File: config.mk
export PLATFORM = sky130hd
export DESIGN_NAME = board_ctrl_top
export DESIGN_NICKNAME = d
export VERILOG_FILES = /design/src/board_pkg.sv /design/src/fan_ch_if.sv /design/src/board_ctrl_top.sv /design/src/fan_status_collector.sv /design/src/fan_channel.sv /design/src/board_ctrl_regs.sv /design/src/rtc_tick_gen.sv
export SDC_FILE = /design/constraint.sdc
export NUM_CORES = 1
export LEC_CHECK = 0
export BUFFER_PORTS_ARGS = -buffer_cell sky130_fd_sc_hd__buf_2
export CAP_MARGIN = 30
export CORE_AREA = 8 8 113 141
export CTS_CLUSTER_SIZE = 20
export DETAILED_ROUTE_END_ITERATION = 12
export DIE_AREA = 0 0 121 149
export GPL_TIMING_DRIVEN = 1
export PLACE_DENSITY_LB_ADDON = 0.08
export SLEW_MARGIN = 25
export SYNTH_ARGS = -nofsm -noshare
export SYNTH_HDL_FRONTEND = slang
export SYNTH_HIERARCHICAL = 1
export SYNTH_SLANG_ARGS = --single-unit
File: constraint.sdc
create_clock -name soc_clk -period 5.2 [get_ports soc_clk]
set_clock_uncertainty 0.15 [all_clocks]
set_input_delay 0.78 -clock soc_clk [delete_from_list [all_inputs] [get_ports soc_clk]]
set_output_delay 0.78 -clock soc_clk [all_outputs]
set_load 0.05 [all_outputs]
File: src/board_pkg.sv
package board_pkg;

  ////////////////////////////////////////
  // Sizes and dividers

  localparam int NumFans     = 4;
  localparam int FanIdxWidth = $clog2(NumFans);
  localparam int DutyWidth   = 4;

  // Cycles per RTC half period, also the PWM step period
  localparam int RtcHalfDiv  = 25;
  localparam int RtcCntWidth = $clog2(RtcHalfDiv);

  // Step ticks without a tach edge before a fan counts as stalled
  localparam int StallTicks    = 8;
  localparam int StallCntWidth = $clog2(StallTicks);

  ////////////////////////////////////////
  // Register bus

  localparam int RegAddrWidth = 8;
  localparam int RegDataWidth = 32;
  localparam int StrbWidth    = RegDataWidth / 8;

  // Register map
  localparam logic [RegAddrWidth-1:0] FanCfgBase   = 'h00;
  localparam logic [RegAddrWidth-1:0] FanCfgSpan   = RegAddrWidth'(4 * NumFans);
  localparam logic [RegAddrWidth-1:0] StatusOffset = 'h10;
  localparam logic [RegAddrWidth-1:0] IrqEnOffset  = 'h14;
  localparam logic [RegAddrWidth-1:0] IdOffset     = 'h18;

  localparam logic [RegDataWidth-1:0] BoardIdCode = 32'hB0A2_C7F1;
  // Returned for reads that hit no register
  localparam logic [RegDataWidth-1:0] ErrWord     = 32'hBADCAB1E;

  localparam logic [1:0] RespOkay   = 2'b00;
  localparam logic [1:0] RespSlvErr = 2'b10;

endpackage
File: src/fan_ch_if.sv
interface fan_ch_if
  import board_pkg::*;
();

  // Configuration from the register block
  logic [DutyWidth-1:0] duty;
  logic                 enable;
  logic                 stall_clr;

  // Sticky stall flag from the channel
  logic                 stall;

  modport cfg (
    output duty,
    output enable,
    output stall_clr
  );

  modport chan (
    input  duty,
    input  enable,
    input  stall_clr,
    output stall
  );

  modport mon (
    input  stall
  );

endinterface

File: src/board_ctrl_top.sv
module board_ctrl_top
  import board_pkg::*;
(
  input  logic                    soc_clk,
  input  logic                    rst_n,
  input  logic [RegAddrWidth-1:0] awaddr_i,
  input  logic                    awvalid_i,
  output logic                    awready_o,
  input  logic [RegDataWidth-1:0] wdata_i,
  input  logic [StrbWidth-1:0]    wstrb_i,
  input  logic                    wvalid_i,
  output logic                    wready_o,
  output logic [1:0]              bresp_o,
  output logic                    bvalid_o,
  input  logic                    bready_i,
  input  logic [RegAddrWidth-1:0] araddr_i,
  input  logic                    arvalid_i,
  output logic                    arready_o,
  output logic [RegDataWidth-1:0] rdata_o,
  output logic [1:0]              rresp_o,
  output logic                    rvalid_o,
  input  logic                    rready_i,
  input  logic [NumFans-1:0]      fan_tach_i,
  output logic [NumFans-1:0]      fan_pwm_o,
  output logic                    rtc_o,
  output logic                    irq_o
);

  logic               step_tick;
  logic [NumFans-1:0] stall_vec;
  logic [NumFans-1:0] irq_en;

  fan_ch_if fan_if [NumFans] ();

  ////////////////////////////////////////
  // RTC and step tick

  rtc_tick_gen i_rtc_tick_gen (
    .soc_clk     ( soc_clk   ),
    .rst_n       ( rst_n     ),
    .step_tick_o ( step_tick ),
    .rtc_o       ( rtc_o     )
  );

  ////////////////////////////////////////
  // Register slave

  board_ctrl_regs i_board_ctrl_regs (
    .soc_clk     ( soc_clk   ),
    .rst_n       ( rst_n     ),
    .awaddr_i    ( awaddr_i  ),
    .awvalid_i   ( awvalid_i ),
    .awready_o   ( awready_o ),
    .wdata_i     ( wdata_i   ),
    .wstrb_i     ( wstrb_i   ),
    .wvalid_i    ( wvalid_i  ),
    .wready_o    ( wready_o  ),
    .bresp_o     ( bresp_o   ),
    .bvalid_o    ( bvalid_o  ),
    .bready_i    ( bready_i  ),
    .araddr_i    ( araddr_i  ),
    .arvalid_i   ( arvalid_i ),
    .arready_o   ( arready_o ),
    .rdata_o     ( rdata_o   ),
    .rresp_o     ( rresp_o   ),
    .rvalid_o    ( rvalid_o  ),
    .rready_i    ( rready_i  ),
    .stall_vec_i ( stall_vec ),
    .irq_en_o    ( irq_en    ),
    .fan         ( fan_if    )
  );

  ////////////////////////////////////////
  // Fan channels

  for (genvar i = 0; i < NumFans; i++) begin : g_fan
    fan_channel i_fan_channel (
      .soc_clk     ( soc_clk       ),
      .rst_n       ( rst_n         ),
      .step_tick_i ( step_tick     ),
      .tach_i      ( fan_tach_i[i] ),
      .fan_pwm_o   ( fan_pwm_o[i]  ),
      .ch          ( fan_if[i]     )
    );
  end

  // Stall flags back to status and interrupt
  fan_status_collector i_fan_status_collector (
    .soc_clk     ( soc_clk   ),
    .rst_n       ( rst_n     ),
    .fan         ( fan_if    ),
    .irq_en_i    ( irq_en    ),
    .stall_vec_o ( stall_vec ),
    .irq_o       ( irq_o     )
  );

endmodule

File: src/fan_status_collector.sv
module fan_status_collector
  import board_pkg::*;
(
  input  logic               soc_clk,
  input  logic               rst_n,
  fan_ch_if.mon              fan [NumFans],
  input  logic [NumFans-1:0] irq_en_i,
  output logic [NumFans-1:0] stall_vec_o,
  output logic               irq_o
);

  logic [NumFans-1:0] stall_vec;
  logic               irq_q;

  // One status bit per channel
  for (genvar i = 0; i < NumFans; i++) begin : g_pack
    assign stall_vec[i] = fan[i].stall;
  end

  always_ff @(posedge soc_clk, negedge rst_n) begin
    if (!rst_n) begin
      irq_q <= 1'b0;
    end else begin
      irq_q <= |(stall_vec & irq_en_i);
    end
  end

  assign stall_vec_o = stall_vec;
  assign irq_o       = irq_q;

endmodule

File: src/fan_channel.sv
module fan_channel
  import board_pkg::*;
(
  input  logic    soc_clk,
  input  logic    rst_n,
  input  logic    step_tick_i,
  input  logic    tach_i,
  output logic    fan_pwm_o,
  fan_ch_if.chan  ch
);

  logic [DutyWidth-1:0]     phase_q;
  logic                     pwm_q;
  logic                     tach_meta_q;
  logic                     tach_sync_q;
  logic                     tach_prev_q;
  logic                     tach_rise;
  logic                     active;
  logic [StallCntWidth-1:0] stall_cnt_q;
  logic                     stall_hit;
  logic                     stall_q;

  ////////////////////////////////////////
  // PWM

  always_ff @(posedge soc_clk, negedge rst_n) begin
    if (!rst_n) begin
      phase_q <= '0;
      pwm_q   <= 1'b0;
    end else begin
      if (step_tick_i) begin
        phase_q <= phase_q + 1'b1;
      end
      // High for duty steps out of every 16
      pwm_q <= ch.enable && (phase_q < ch.duty);
    end
  end

  assign fan_pwm_o = pwm_q;

  ////////////////////////////////////////
  // Tach sync and stall timer

  assign tach_rise = tach_sync_q & ~tach_prev_q;
  // A stopped or zero-duty fan is not expected to spin
  assign active    = ch.enable && (ch.duty != '0);
  assign stall_hit = active && !tach_rise && step_tick_i &&
                     (stall_cnt_q == StallCntWidth'(StallTicks - 1));

  always_ff @(posedge soc_clk, negedge rst_n) begin
    if (!rst_n) begin
      tach_meta_q <= 1'b0;
      tach_sync_q <= 1'b0;
      tach_prev_q <= 1'b0;
      stall_cnt_q <= '0;
      stall_q     <= 1'b0;
    end else begin
      tach_meta_q <= tach_i;
      tach_sync_q <= tach_meta_q;
      tach_prev_q <= tach_sync_q;

      if (!active || tach_rise || stall_hit) begin
        stall_cnt_q <= '0;
      end else if (step_tick_i) begin
        stall_cnt_q <= stall_cnt_q + 1'b1;
      end

      // A new stall wins over a clear in the same cycle
      if (stall_hit) begin
        stall_q <= 1'b1;
      end else if (ch.stall_clr) begin
        stall_q <= 1'b0;
      end
    end
  end

  assign ch.stall = stall_q;

endmodule

File: src/board_ctrl_regs.sv
module board_ctrl_regs
  import board_pkg::*;
(
  input  logic                    soc_clk,
  input  logic                    rst_n,
  input  logic [RegAddrWidth-1:0] awaddr_i,
  input  logic                    awvalid_i,
  output logic                    awready_o,
  input  logic [RegDataWidth-1:0] wdata_i,
  input  logic [StrbWidth-1:0]    wstrb_i,
  input  logic                    wvalid_i,
  output logic                    wready_o,
  output logic [1:0]              bresp_o,
  output logic                    bvalid_o,
  input  logic                    bready_i,
  input  logic [RegAddrWidth-1:0] araddr_i,
  input  logic                    arvalid_i,
  output logic                    arready_o,
  output logic [RegDataWidth-1:0] rdata_o,
  output logic [1:0]              rresp_o,
  output logic                    rvalid_o,
  input  logic                    rready_i,
  input  logic [NumFans-1:0]      stall_vec_i,
  output logic [NumFans-1:0]      irq_en_o,
  fan_ch_if.cfg                   fan [NumFans]
);

  logic [DutyWidth-1:0]    duty_q [NumFans];
  logic [NumFans-1:0]      en_q;
  logic [NumFans-1:0]      irq_en_q;
  logic [NumFans-1:0]      stall_clr_q;
  logic                    bvalid_q;
  logic                    rvalid_q;
  logic [1:0]              bresp_q;
  logic [1:0]              rresp_q;
  logic [RegDataWidth-1:0] rdata_q;

  logic                    wr_hs;
  logic                    rd_hs;
  logic [RegAddrWidth-1:0] wr_off;
  logic [RegAddrWidth-1:0] rd_off;
  logic                    wr_fan;
  logic                    wr_status;
  logic                    wr_irq_en;
  logic [FanIdxWidth-1:0]  wr_idx;
  logic [FanIdxWidth-1:0]  rd_idx;
  logic [RegDataWidth-1:0] rd_word;
  logic [1:0]              rd_resp;

  ////////////////////////////////////////
  // Handshakes, one transaction per channel

  assign wr_hs     = awvalid_i & wvalid_i & ~bvalid_q;
  assign rd_hs     = arvalid_i & ~rvalid_q;
  assign awready_o = wr_hs;
  assign wready_o  = wr_hs;
  assign arready_o = rd_hs;

  ////////////////////////////////////////
  // Address decode

  // Fan config words are contiguous from FanCfgBase
  assign wr_off = awaddr_i - FanCfgBase;
  assign rd_off = araddr_i - FanCfgBase;
  assign wr_idx = wr_off[FanIdxWidth+1:2];
  assign rd_idx = rd_off[FanIdxWidth+1:2];

  assign wr_fan    = (wr_off < FanCfgSpan) && (wr_off[1:0] == 2'b00);
  assign wr_status = (awaddr_i == StatusOffset);
  assign wr_irq_en = (awaddr_i == IrqEnOffset);

  always_comb begin
    rd_word = ErrWord;
    rd_resp = RespSlvErr;
    if ((rd_off < FanCfgSpan) && (rd_off[1:0] == 2'b00)) begin
      rd_word                  = '0;
      rd_word[DutyWidth-1:0]   = duty_q[rd_idx];
      rd_word[DutyWidth]       = en_q[rd_idx];
      rd_resp                  = RespOkay;
    end else begin
      case (araddr_i)
        StatusOffset: begin
          rd_word = RegDataWidth'(stall_vec_i);
          rd_resp = RespOkay;
        end
        IrqEnOffset: begin
          rd_word = RegDataWidth'(irq_en_q);
          rd_resp = RespOkay;
        end
        IdOffset: begin
          rd_word = BoardIdCode;
          rd_resp = RespOkay;
        end
        default: begin
          rd_word = ErrWord;
          rd_resp = RespSlvErr;
        end
      endcase
    end
  end

  ////////////////////////////////////////
  // Registers and response state

  always_ff @(posedge soc_clk, negedge rst_n) begin
    if (!rst_n) begin
      for (int i = 0; i < NumFans; i++) begin
        duty_q[i] <= '0;
      end
      en_q        <= '0;
      irq_en_q    <= '0;
      stall_clr_q <= '0;
      bvalid_q    <= 1'b0;
      rvalid_q    <= 1'b0;
    end else begin
      // Clear strobes last a single cycle
      stall_clr_q <= '0;
      // All fields sit in the low byte
      if (wr_hs && wstrb_i[0]) begin
        if (wr_fan) begin
          duty_q[wr_idx] <= wdata_i[DutyWidth-1:0];
          en_q[wr_idx]   <= wdata_i[DutyWidth];
        end
        if (wr_status) begin
          stall_clr_q <= wdata_i[NumFans-1:0];
        end
        if (wr_irq_en) begin
          irq_en_q <= wdata_i[NumFans-1:0];
        end
      end
      if (wr_hs) begin
        bvalid_q <= 1'b1;
      end else if (bready_i) begin
        bvalid_q <= 1'b0;
      end
      if (rd_hs) begin
        rvalid_q <= 1'b1;
      end else if (rready_i) begin
        rvalid_q <= 1'b0;
      end
    end
  end

  // Response payload, held while valid waits
  always_ff @(posedge soc_clk) begin
    if (wr_hs) begin
      bresp_q <= (wr_fan || wr_status || wr_irq_en) ? RespOkay : RespSlvErr;
    end
    if (rd_hs) begin
      rdata_q <= rd_word;
      rresp_q <= rd_resp;
    end
  end

  assign bvalid_o = bvalid_q;
  assign bresp_o  = bresp_q;
  assign rvalid_o = rvalid_q;
  assign rresp_o  = rresp_q;
  assign rdata_o  = rdata_q;
  assign irq_en_o = irq_en_q;

  for (genvar i = 0; i < NumFans; i++) begin : g_cfg
    assign fan[i].duty      = duty_q[i];
    assign fan[i].enable    = en_q[i];
    assign fan[i].stall_clr = stall_clr_q[i];
  end

endmodule

File: src/rtc_tick_gen.sv
module rtc_tick_gen
  import board_pkg::*;
(
  input  logic soc_clk,
  input  logic rst_n,
  output logic step_tick_o,
  output logic rtc_o
);

  logic [RtcCntWidth-1:0] cnt_q;
  logic                   wrap;
  logic                   tick_q;
  logic                   rtc_q;

  // Last cycle of a half period
  assign wrap = (cnt_q == RtcCntWidth'(RtcHalfDiv - 1));

  always_ff @(posedge soc_clk, negedge rst_n) begin
    if (!rst_n) begin
      cnt_q  <= '0;
      tick_q <= 1'b0;
      rtc_q  <= 1'b0;
    end else begin
      tick_q <= wrap;
      if (wrap) begin
        cnt_q <= '0;
        rtc_q <= ~rtc_q;
      end else begin
        cnt_q <= cnt_q + 1'b1;
      end
    end
  end

  // Tick and RTC edge line up on the same cycle
  assign step_tick_o = tick_q;
  assign rtc_o       = rtc_q;

endmodule

==> results.py <==
metrics = {
    "timing": {
        "setup_viol": 0,
        "report.final.slew_viol_count": 0,
        "hold_viol": 0,
        "timing.final.crit_period_ns": 2.82,
        "max_slew_margin": 0.476,
        "worst_slew_pin_slew_ns": 0.785,
        "rsz0062_at_grt": "false",
        "fmax_ghz": 0.354,
        "setup_tns_ns": 0,
        "post-route-period-util": 0.543,
    },
    "setup_path": {
        "reg2reg_from": "i_board_ctrl_regs/bvalid_o",
        "path_cells": "buf_2, nor2b_1, buf_2",
        "r2r_slack_ns": 3.29,
        "crit_path_max_incr_delay_ns": 0.63,
        "crit_top_cell": "buf_2",
        "crit_type": "in -> out",
        "path_delay_family": "simple AND/OR/NAND/NOR gates",
        "r2r_cells": 3,
        "critPathBufInv": 2,
        "crit_fanout": 10,
        "required_ns": 4.27,
        "slowest_stage": "nor2b_1",
        "r2r-end": "i_board_ctrl_regs/fan[3].duty[2]",
        "cp.arrival_ns": 1.89,
        "critPathLaunchType": "input pin",
        "critical_path.endpoint_type": "primary output",
    },
    "clock_tree": {
        "post_cts_buffers": 0,
        "h-tree-depth": 3,
        "cts-resized-gates": 0,
        "clock_latency_ns": 0.34,
        "clk_pin_slew_ns": 0.06,
        "cts_buffers": 9,
        "ctsHoldBuffers": 0,
        "cts.sinks": 96,
        "cts_buffer_depth": 2,
        "cts_root_buf": "clkbuf_16",
        "cts_tree": "yes",
    },
    "cells_and_area": {
        "n_antenna_cell": 0,
        "fill_cells": 1330,
        "final_common_cell": "dfrtp_1",
        "drive_gt1_frac": 0.323,
        "nNetsFinal": 519,
        "area_growth_syn_to_layout_pct": 13.6,
        "mostFrequentLayoutCells": "dfrtp_1 (86), buf_2 (71), inv_1 (27)",
    },
    "yosys": {
        "synth_seq_area_share": 0.520,
        "synth_cell_types": 47,
        "synth_area_mm2": 0.00472,
        "ys_warn_count": 6,
        "synth_edf_count": 10,
        "ys_ff_latch": 96,
        "syn_area_per_cell_um2": 12.5,
        "synthArstFlopShare": 0.896,
        "synthFlopType": "dfrtp_1",
        "synthCells": 377,
    },
    "floorplan": {
        "die_y_um": 149,
        "core_mm2": 0.0136,
        "rows": 48,
        "initial_utilization": 0.346,
        "io_pins": 110,
        "die_x_um": 121,
        "die_area_mm2": 0.0180,
    },
    "min_path": {
        "hold_depth": 0,
        "hold_start": "g_fan[2].i_fan_channel/tach_meta_q",
        "hp-class": "reg -> reg",
        "whs_endpoint": "g_fan[2].i_fan_channel/tach_sync_q",
    },
    "routing": {
        "drt_first_pass_iters": 4,
        "wl_mm": 9.54,
        "via_per_inst": 4.71,
        "via_count": 2867,
        "dr.first_iter.drc_count": 56,
        "drc_errors": 0,
        "antenna_left": 0,
        "wl_per_cell_um": 15.7,
    },
    "power": {
        "ir_worst_vdd_v": 0.000165,
        "power_leakage_nw": 2.38,
        "powerDensity_mw_per_mm2": 283,
        "fin_total_pwr_mw": 1.52,
    },
    "grt": {
        "grt_pass1_wl_mm": 15.5,
        "gr-total-overflow": 0,
        "grt_max_degree": 47,
        "grt_pass1_vias": 2989,
        "antenna_found_initial": 0,
        "grt_usage": 0.110,
    },
    "place": {
        "dpl.hpwl_mm": 7.15,
        "gp_congestion": 0.715,
        "port_buffers": 72,
    },
    "outcome": {
        "status": "finished clean",
    },
    "job": {
        "maxCapViolCount": 0,
    },
}
## final cells by class
class	instances	area (um2)	area share
well taps	175	219	0.0408
flip-flops and latches	96	2450	0.458
inverters	27	101	0.0189
clock inverters	2	15.0	0.00280
repair buffers	74	385	0.0719
clock buffers	13	260	0.0486
multi-input cells	222	1930	0.359
## power breakdown
group	internal [mW]	total [mW]	leakage [nW]	switching [mW]
Sequential	0.769	0.776	1.21	0.00688
Combinational	0.0286	0.119	1.04	0.0907
Clock	0.348	0.621	0.128	0.273
## worst register-to-register path: cells and delay by family (launching register included)
family,cells,cell delay (ns)
mux,1,0.38
simple gates,2,0.86
flops,1,0.40
## per-stage QoR
| step | hold WS [ns] | setup WS, ns | cell area (um2) | utilization | instances |
|---|---|---|---|---|---|
| floorplan | 0.181 | 2.40 | 4740 | - | 383 |
| global placement | 0.183 | 2.22 | 5060 | 0.371 | 593 |
| detailed placement | 0.186 | 2.35 | 5080 | 0.373 | 594 |
| CTS | 0.203 | 2.35 | 5360 | 0.393 | 609 |
| global route | 0.205 | 2.25 | 5360 | 0.393 | 609 |
| finish | 0.200 | 2.38 | 5360 | 0.393 | 609 |
## how the worst max path moves through the flow
stage | from | endpoint | slack [ns] | cells after the start
3_3_place_gp | awaddr_i[1] | i_board_ctrl_regs/stall_clr_q[2] | 2.22 | 4
2_1_floorplan | arvalid_i | arready_o | 2.40 | 1
3_5_place_dp | arvalid_i | arready_o | 2.35 | 3
6_report | arvalid_i | arready_o | 2.38 | 3
5_1_grt | arvalid_i | arready_o | 2.25 | 3
4_1_cts | arvalid_i | arready_o | 2.35 | 3
## logic make-up (layout without fill, tap and decap cells)
family,count (synthesis),count (layout),synth area share
compound gates,34,34,0.0576
xor+xnor,14,14,0.0276
fa+ha+maj,26,26,0.0690
buf+inv,65,116,0.0777
flops,96,96,0.520
mux,38,38,0.101
other cells,1,7,0.000795
simple gates,103,103,0.146
## synthesized netlist by cell type (all sizes together), types with 2 or more instances
library cell / number / share of area
nand2b: 11 / 0.015
o22ai: 4 / 0.011
a31oi: 4 / 0.0053
xor2: 5 / 0.011
inv: 27 / 0.021
nor4: 7 / 0.025
mux2: 28 / 0.067
o221ai: 3 / 0.0056
nor2: 15 / 0.012
a22oi: 10 / 0.016
nand3b: 5 / 0.0080
buf: 37 / 0.055
edfxtp: 10 / 0.064
or4: 5 / 0.011
a22o: 2 / 0.0040
mux2i: 5 / 0.011
nor2b: 10 / 0.016
o21ai: 3 / 0.0032
and2: 5 / 0.0066
ha: 26 / 0.069
nand3: 11 / 0.016
dfrtp: 86 / 0.46
a21o: 4 / 0.0064
nand2: 25 / 0.020
mux4: 5 / 0.024
xnor2: 9 / 0.017
nand4: 4 / 0.0053
## flip-flops by register name, summed over array words and instances (netlist names)
name and cells:
g_fan.i_fan_channel/phase_q 16, g_fan.i_fan_channel/fan_pwm_o 4, i_board_ctrl_regs/fan.duty 16, i_rtc_tick_gen/rtc_o 1, i_board_ctrl_regs/rresp_o 1, g_fan.i_fan_channel/tach_meta_q 4
g_fan.i_fan_channel/tach_sync_q 4, i_board_ctrl_regs/rdata_o 8, g_fan.i_fan_channel/tach_prev_q 4, i_board_ctrl_regs/bvalid_o 1, i_board_ctrl_regs/irq_en_o 4, i_board_ctrl_regs/stall_clr_q 4
g_fan.i_fan_channel/ch.stall 4, i_rtc_tick_gen/step_tick_o 1, i_fan_status_collector/irq_o 1, i_rtc_tick_gen/cnt_q 5, i_board_ctrl_regs/rvalid_o 1, g_fan.i_fan_channel/stall_cnt_q 12
i_board_ctrl_regs/bresp_o 1, i_board_ctrl_regs/en_q 4
## per-layer routing
layer  wire [um]  GRT usage
met4         144     0.0488
met5           0          0
met3         627     0.0288
met1        4110      0.129
met2        4670      0.186
No activity file was read; power rests on OpenSTA's default activity.
